<file path="config.mk">
export PLATFORM = sky130hd
export DESIGN_NAME = flip_bit_reflector
export DESIGN_NICKNAME = d
export VERILOG_FILES = /design/src/source/reflector_pkg.sv /design/src/source/flip_bit_reflector.sv /design/src/source/residual_error_combiner.sv /design/src/source/lane_error_injector.sv /design/src/source/bit_history_window.sv
export SDC_FILE = /design/constraint.sdc
export NUM_CORES = 1
export LEC_CHECK = 0
export BUFFER_PORTS_ARGS = -buffer_cell sky130_fd_sc_hd__buf_2
export CORE_MARGIN = 2
export CORE_UTILIZATION = 60
export CTS_CLUSTER_DIAMETER = 100
export DETAILED_ROUTE_END_ITERATION = 7
export GPL_TIMING_DRIVEN = 0
export PLACE_DENSITY = 0.79
export SLEW_MARGIN = 20
export SYNTH_ARGS = -nofsm -noshare
export SYNTH_HDL_FRONTEND = slang
export SYNTH_SLANG_ARGS = --single-unit
</file>
<file path="constraint.sdc">
create_clock -name clk -period 12.6 [get_ports clk]
set_clock_uncertainty 0.1 [all_clocks]
set_input_delay 0.63 -clock clk [delete_from_list [all_inputs] [get_ports clk]]
set_output_delay 0.63 -clock clk [all_outputs]
set_load 0.05 [all_outputs]
</file>
<file path="src/source/reflector_pkg.sv">
`default_nettype none

package reflector_pkg;

    // Frame geometry
    localparam int lane_count = 8;
    localparam int tap_count = 4;

    // Word widths
    localparam int err_width = 10;
    localparam int coef_width = 8;
    localparam int shift_width = 3;
    // Holds tap_count terms of twice the largest tap
    localparam int acc_width = 14;

    typedef logic signed [err_width-1:0] err_t;
    typedef logic signed [coef_width-1:0] coef_t;

    // Clamp limits of a residual, -512 and +511
    localparam err_t err_max = {1'b0, {(err_width - 1){1'b1}}};
    localparam err_t err_min = {1'b1, {(err_width - 1){1'b0}}};

    // Channel estimate, tap 0 is the cursor
    typedef coef_t [tap_count-1:0] tap_set_t;

    typedef struct packed {
        logic [lane_count-1:0] sliced;
        logic [lane_count-1:0] flip;
        err_t [lane_count-1:0] res_err;
    } in_frame_t;

    typedef struct packed {
        logic [lane_count-1:0] bits;
        err_t [lane_count-1:0] res_err;
    } out_frame_t;

    // Index k looks k symbols before the lane
    typedef struct packed {
        logic [tap_count-1:0] sliced;
        logic [tap_count-1:0] flip;
    } lane_taps_t;

endpackage

`default_nettype wire
</file>
<file path="src/source/flip_bit_reflector.sv">
`timescale 1ns/1ns
`default_nettype none

module flip_bit_reflector (
    input  logic                                    clk,
    input  logic                                    rst_i,
    input  logic                                    valid_i,
    input  reflector_pkg::in_frame_t                frame_i,
    input  reflector_pkg::tap_set_t                 taps_i,
    input  logic [reflector_pkg::shift_width-1:0]   shift_i,
    output logic                                    valid_o,
    output reflector_pkg::out_frame_t               frame_o
);

    // Registered per-lane windows
    reflector_pkg::lane_taps_t [reflector_pkg::lane_count-1:0] win;
    logic                                                      win_valid;

    // Injected error of every lane
    reflector_pkg::err_t [reflector_pkg::lane_count-1:0]       inj_err;

    bit_history_window window0 (
        .clk         (clk),
        .rst_i       (rst_i),
        .valid_i     (valid_i),
        .sliced_i    (frame_i.sliced),
        .flip_i      (frame_i.flip),
        .win_o       (win),
        .win_valid_o (win_valid)
    );

    // One injector per lane, all sharing the tap set
    generate
        for (genvar gi = 0; gi < reflector_pkg::lane_count; gi++) begin : lanes
            lane_error_injector injector0 (
                .clk       (clk),
                .rst_i     (rst_i),
                .win_i     (win[gi]),
                .taps_i    (taps_i),
                .shift_i   (shift_i),
                .inj_err_o (inj_err[gi])
            );
        end
    endgenerate

    residual_error_combiner combiner0 (
        .clk         (clk),
        .rst_i       (rst_i),
        .valid_i     (valid_i),
        .frame_i     (frame_i),
        .win_valid_i (win_valid),
        .inj_err_i   (inj_err),
        .valid_o     (valid_o),
        .frame_o     (frame_o)
    );

endmodule

`default_nettype wire

</file>
<file path="src/source/residual_error_combiner.sv">
`timescale 1ns/1ns
`default_nettype none

module residual_error_combiner (
    input  logic                                                    clk,
    input  logic                                                    rst_i,
    input  logic                                                    valid_i,
    input  reflector_pkg::in_frame_t                                frame_i,
    input  logic                                                    win_valid_i,
    input  reflector_pkg::err_t [reflector_pkg::lane_count-1:0]     inj_err_i,
    output logic                                                    valid_o,
    output reflector_pkg::out_frame_t                               frame_o
);

    // Delay line for residuals and corrected bits
    logic [reflector_pkg::lane_count-1:0]                 corr_q1;
    logic [reflector_pkg::lane_count-1:0]                 corr_q2;
    reflector_pkg::err_t [reflector_pkg::lane_count-1:0]  res_q1;
    reflector_pkg::err_t [reflector_pkg::lane_count-1:0]  res_q2;
    logic                                                 valid_q2;

    // One extra bit so the sum cannot wrap
    logic signed [reflector_pkg::err_width:0]             sum;
    reflector_pkg::err_t [reflector_pkg::lane_count-1:0]  res_sat;

    // Stage 1, same edge as the window register
    always_ff @(posedge clk) begin
        if (valid_i) begin
            corr_q1 <= frame_i.sliced ^ frame_i.flip;
            res_q1  <= frame_i.res_err;
        end
    end

    // Stage 2, same edge as the injector register
    always_ff @(posedge clk) begin
        if (win_valid_i) begin
            corr_q2 <= corr_q1;
            res_q2  <= res_q1;
        end
    end

    always_ff @(posedge clk) begin
        if (rst_i) begin
            valid_q2 <= 1'b0;
        end else begin
            valid_q2 <= win_valid_i;
        end
    end

    // Add and clamp per lane
    always_comb begin
        sum = '0;
        for (int i = 0; i < reflector_pkg::lane_count; i++) begin
            sum = res_q2[i] + inj_err_i[i];
            // Top two bits differ on overflow
            if (sum[reflector_pkg::err_width] != sum[reflector_pkg::err_width-1]) begin
                res_sat[i] = sum[reflector_pkg::err_width] ? reflector_pkg::err_min
                                                           : reflector_pkg::err_max;
            end else begin
                res_sat[i] = sum[reflector_pkg::err_width-1:0];
            end
        end
    end

    // Output register
    always_ff @(posedge clk) begin
        if (rst_i) begin
            valid_o <= 1'b0;
            frame_o <= '0;
        end else begin
            valid_o <= valid_q2;
            if (valid_q2) begin
                frame_o.bits    <= corr_q2;
                frame_o.res_err <= res_sat;
            end
        end
    end

endmodule

`default_nettype wire

</file>
<file path="src/source/lane_error_injector.sv">
`timescale 1ns/1ns
`default_nettype none

module lane_error_injector (
    input  logic                                    clk,
    input  logic                                    rst_i,
    input  reflector_pkg::lane_taps_t               win_i,
    input  reflector_pkg::tap_set_t                 taps_i,
    input  logic [reflector_pkg::shift_width-1:0]   shift_i,
    output reflector_pkg::err_t                     inj_err_o
);

    logic signed [reflector_pkg::acc_width-1:0] tap_ext;
    logic signed [reflector_pkg::acc_width-1:0] term;
    logic signed [reflector_pkg::acc_width-1:0] acc;
    logic signed [reflector_pkg::acc_width-1:0] acc_shifted;

    // Sum of the error change each proposed flip injects
    always_comb begin
        acc     = '0;
        tap_ext = '0;
        term    = '0;
        for (int k = 0; k < reflector_pkg::tap_count; k++) begin
            // Sign extend the tap before doubling
            tap_ext = taps_i[k];
            if (!win_i.flip[k]) begin
                term = '0;
            end else if (win_i.sliced[k]) begin
                term = tap_ext <<< 1;
            end else begin
                term = -(tap_ext <<< 1);
            end
            acc = acc + term;
        end
    end

    // Channel scaling, arithmetic shift keeps the sign
    assign acc_shifted = acc >>> shift_i;

    // Truncated to the residual width
    always_ff @(posedge clk) begin
        if (rst_i) begin
            inj_err_o <= '0;
        end else begin
            inj_err_o <= acc_shifted[reflector_pkg::err_width-1:0];
        end
    end

endmodule

`default_nettype wire

</file>
<file path="src/source/bit_history_window.sv">
`timescale 1ns/1ns
`default_nettype none

module bit_history_window (
    input  logic                                    clk,
    input  logic                                    rst_i,
    input  logic                                    valid_i,
    input  logic [reflector_pkg::lane_count-1:0]    sliced_i,
    input  logic [reflector_pkg::lane_count-1:0]    flip_i,
    output reflector_pkg::lane_taps_t [reflector_pkg::lane_count-1:0] win_o,
    output logic                                    win_valid_o
);

    // Previous frame as seen on the last strobe
    logic [reflector_pkg::lane_count-1:0] prev_sliced;
    logic [reflector_pkg::lane_count-1:0] prev_flip;

    // Current frame on top of the previous one, lane 0 of now sits at index lane_count
    logic [2*reflector_pkg::lane_count-1:0] ext_sliced;
    logic [2*reflector_pkg::lane_count-1:0] ext_flip;

    reflector_pkg::lane_taps_t [reflector_pkg::lane_count-1:0] win_d;

    assign ext_sliced = {sliced_i, prev_sliced};
    assign ext_flip   = {flip_i, prev_flip};

    // Tap-aligned window per lane
    always_comb begin
        for (int i = 0; i < reflector_pkg::lane_count; i++) begin
            for (int k = 0; k < reflector_pkg::tap_count; k++) begin
                // Negative positions fall into the previous frame
                win_d[i].sliced[k] = ext_sliced[reflector_pkg::lane_count + i - k];
                win_d[i].flip[k]   = ext_flip[reflector_pkg::lane_count + i - k];
            end
        end
    end

    // History and window valid
    always_ff @(posedge clk) begin
        if (rst_i) begin
            prev_sliced <= '0;
            prev_flip   <= '0;
            win_valid_o <= 1'b0;
        end else begin
            win_valid_o <= valid_i;
            // Only a strobe moves the history forward
            if (valid_i) begin
                prev_sliced <= sliced_i;
                prev_flip   <= flip_i;
            end
        end
    end

    // Window stage, loads every cycle
    always_ff @(posedge clk) begin
        win_o <= win_d;
    end

endmodule

`default_nettype wire

</file>
==> results_dict.tcl <==
set metrics [dict create \
    async_flop_share_pct 0 \
    core_region_area_um2 55000 \
    maxCapViolations 0 \
    post_synth_edffs 176 \
    max-vdd-ir-drop_uv 111 \
    gp_routability_congestion 1.07 \
    worstSkewPairLatency_ns 0.59 \
    layout_commonest_cell "sky130_fd_sc_hd__inv_1" \
    final_util_pct 66.8 \
    dominant_register_cell_in_the_synthesized_netlist "sky130_fd_sc_hd__dfxtp_1" \
    grt_pass1_wl_um 183000 \
    area_of_the_die_um2 57400 \
    cts-buffers-inserted 40 \
    status "complete, no violations" \
    cts_tree "built" \
    floorplan.die.height_um 240 \
    final.fill_count 4555 \
    wl_per_cell_um 26.1 \
    initialDrtViolationCount 3463 \
    hold_buffers 0 \
    final_critical_path_share_of_the_clock_period_pct 64.6 \
    number_of_global_route_vias_before_repair 29704 \
    num_vias 30570 \
    worst-endpoint-required_ns 12.90 \
    cts_post_setup_buffers_inserted 0 \
    drc_errors 0 \
    cts.sinks 375 \
    ys_warnings 0 \
    routed_wirelength_um 126000 \
    drt_first_pass_iters 7 \
    detail_route.vias_per_cell 6.32 \
    critical_path_end_type "flop" \
    synth_nets 4328 \
    timing.setup.critical_path_class "in -> reg" \
    static-leakage-power_uw 0.0157 \
    area_of_the_multi_input_gates_um2 21500 \
    netlist-cell-type-count 81 \
    synth_area_per_cell_um2 8.73 \
    worst-slew-pin-transition_ns 1.25 \
    global_route.overflow_total 0 \
    clockRootBuffer "sky130_fd_sc_hd__clkbuf_16" \
    regArea_um2 9270 \
    seq_area_frac_synth_pct 27.8 \
    critical_path.max_fanout 10 \
    finalSetupViolations 0 \
    initial_utilization_pct 60.6 \
    powerDensity_nw_per_um2 152 \
    post_route_cells_drive_above_1_share_pct 10.9 \
    critical_path_at_ns 8.44 \
    synth_seq_cells 375 \
    hold_path_class "in -> reg" \
    synthesized_instance_count 3814 \
    max-clock-path-buffers 3 \
    syn-cell-area_um2 33300 \
    floorplan.io_pins 223 \
    grt_start_max_net_pins 68 \
    max_freq_mhz 123 \
    area_delta_synth_final_pct 10.2 \
    final_antenna_net_count 0 \
    finalInstanceArea_um2 36700 \
    cts_max_level 2 \
    floorplan.die.width_um 240 \
    hpwlAfterDp_um 99800 \
    std_cell_rows 86 \
    clk_pin_slew_worst_paths_ns 0.06 \
    global_route.usage.total_pct 43.3 \
    period_needed_ns 8.14 \
    max-slew-margin-rel_pct 16.2 \
    grt_antenna_before_repair 3 \
    finalNetCount 4574 \
    mostFrequentLayoutCells "sky130_fd_sc_hd__inv_1 (409), sky130_fd_sc_hd__nor2_1 (340), sky130_fd_sc_hd__o21ai_0 (328)" \
    timing.final.max_slew_violations 0 \
    grt_setup_unrepaired "no" \
    hold_viol_final 0 \
    placedInstanceArea_um2 35400 \
    cts_resized 0 \
    setup-tns-final_ns 0 \
    portBuffers 201 \
    launching_element_type_of_the_critical_path "input pin" \
]
-- routing by layer --
layer  vias up  wire length [µm]  track usage [%]  part of all wire (%)
met4         0             10800             31.5                   8.5
met2      1997             55800             68.7                    44
li1      13693                 -                -                     -
met3       544             12200             8.37                   9.6
met1     14336             47700             52.7                    38
met5         -                 0                0                     0
-- path summary, 6_finish.rpt --
path                               start                         endpoint  slack [ns]  cells past startpoint
setup / recovery              taps_i[16]  lanes[3].injector0.inj_err_o[6]        4.46                     20
hold / removal               frame_i[92]                window0.win_o[36]        0.08                      1
setup reg to reg       window0.win_o[16]  lanes[3].injector0.inj_err_o[6]        5.40                     17
hold reg to reg   window0.prev_sliced[6]                 window0.win_o[6]        0.25                      0
-- sequential cells by signal, indices dropped and copies added (netlist names) --
| name | cells |
|---|---|
| combiner0.corr_q1 | 8 |
| combiner0.corr_q2 | 8 |
| combiner0.frame_o | 88 |
| combiner0.res_q1 | 80 |
| combiner0.res_q2 | 80 |
| combiner0.valid_o | 1 |
| combiner0.valid_q2 | 1 |
| lanes.injector0.inj_err_o | 80 |
| window0.prev_flip | 3 |
| window0.prev_sliced | 3 |
| window0.win_o | 22 |
| window0.win_valid_o | 1 |
-- Yosys cell counts (13+ instances only) --
cell type	n	area [µm²]
sky130_fd_sc_hd__xnor2_1	125	1090
sky130_fd_sc_hd__nor2b_1	46	288
sky130_fd_sc_hd__o211a_1	19	190
sky130_fd_sc_hd__or3_1	106	663
sky130_fd_sc_hd__clkbuf_1	233	875
sky130_fd_sc_hd__a211oi_1	94	706
sky130_fd_sc_hd__ha_1	180	2250
sky130_fd_sc_hd__a21o_1	29	218
sky130_fd_sc_hd__o21ai_0	328	1640
sky130_fd_sc_hd__o2111ai_1	13	114
sky130_fd_sc_hd__mux2i_1	95	951
sky130_fd_sc_hd__a221oi_1	13	114
sky130_fd_sc_hd__nor3_1	87	435
sky130_fd_sc_hd__fa_1	200	4000
sky130_fd_sc_hd__nand3_1	28	140
sky130_fd_sc_hd__buf_1	28	105
sky130_fd_sc_hd__o21a_1	56	420
sky130_fd_sc_hd__xor2_1	132	1160
sky130_fd_sc_hd__a21boi_0	51	383
sky130_fd_sc_hd__a31o_2	17	149
sky130_fd_sc_hd__o211ai_1	20	150
sky130_fd_sc_hd__mux2_2	34	383
sky130_fd_sc_hd__dfxtp_1	199	3980
sky130_fd_sc_hd__inv_1	409	1540
sky130_fd_sc_hd__nand2_1	191	717
sky130_fd_sc_hd__maj3_1	15	150
sky130_fd_sc_hd__edfxtp_1	176	5290
sky130_fd_sc_hd__and2_1	46	288
sky130_fd_sc_hd__o221a_2	62	698
sky130_fd_sc_hd__a21oi_1	257	1290
sky130_fd_sc_hd__a31oi_1	13	81.3
sky130_fd_sc_hd__nor2_1	340	1280
-- worst max-delay path, cell delays in order --
cell                        delay [ns]
sky130_fd_sc_hd__clkbuf_1         0.29
sky130_fd_sc_hd__nor3_2           0.77
sky130_fd_sc_hd__nor3b_2          0.77
sky130_fd_sc_hd__nor3b_2          0.94
sky130_fd_sc_hd__or2_2            0.39
sky130_fd_sc_hd__clkbuf_1         0.54
sky130_fd_sc_hd__o21ai_0          0.14
sky130_fd_sc_hd__and2_1           0.19
sky130_fd_sc_hd__fa_1             0.48
sky130_fd_sc_hd__inv_1            0.05
sky130_fd_sc_hd__fa_1             0.48
sky130_fd_sc_hd__inv_1            0.05
sky130_fd_sc_hd__ha_1             0.36
sky130_fd_sc_hd__o21a_1           0.15
sky130_fd_sc_hd__a2111oi_0        0.50
sky130_fd_sc_hd__nor3_1           0.16
sky130_fd_sc_hd__a31oi_1          0.24
sky130_fd_sc_hd__xnor2_1          0.22
sky130_fd_sc_hd__mux2_2           0.33
sky130_fd_sc_hd__a211oi_1         0.71
-- final cells by class --
type | instances | share of cell area, %
clock inverters | 24 | 0.818
well taps | 748 | 2.55
multi-input cells | 2751 | 58.5
flip-flops and latches | 375 | 25.3
clock buffers | 48 | 2.86
plain buffers | 272 | 2.83
inverters | 416 | 4.25
repair buffers | 204 | 2.93
diodes | 1 | 0.00681
-- metrics by stage --
stage	hold slack (ns)	total power (µW)	worst slack (ns)	std cells
global placement	0.237	4210	3.44	4763
detailed placement	0.239	4250	4.06	4766
finish	0.0777	5570	4.46	4839
global route	0.0644	5850	4.47	4839
CTS	0.0590	5460	4.60	4838
floorplan	0.230	3450	6.62	3814
-- report_power, final --
| part | total, µW | switching (µW) | internal (µW) |
|---|---|---|---|
| registers | 1490 | 71.8 | 1420 |
| clock network | 1210 | 504 | 707 |
| logic | 2870 | 1840 | 1020 |
-- cell families (layout without fill, tap and decap cells) --
family	count (synthesis)	after routing	share of synthesized area, %
and+or+nand+nor	909	909	13.0
buffers and inverters	688	964	7.80
xor gates and xnor gates	261	261	6.99
DFF	375	375	27.8
muxes	139	139	4.68
adders and majority gates	395	395	19.2
other	0	1	0
AOI/OAI and AO/OA	1047	1047	20.5
Power figures use the tool's default switching activity.
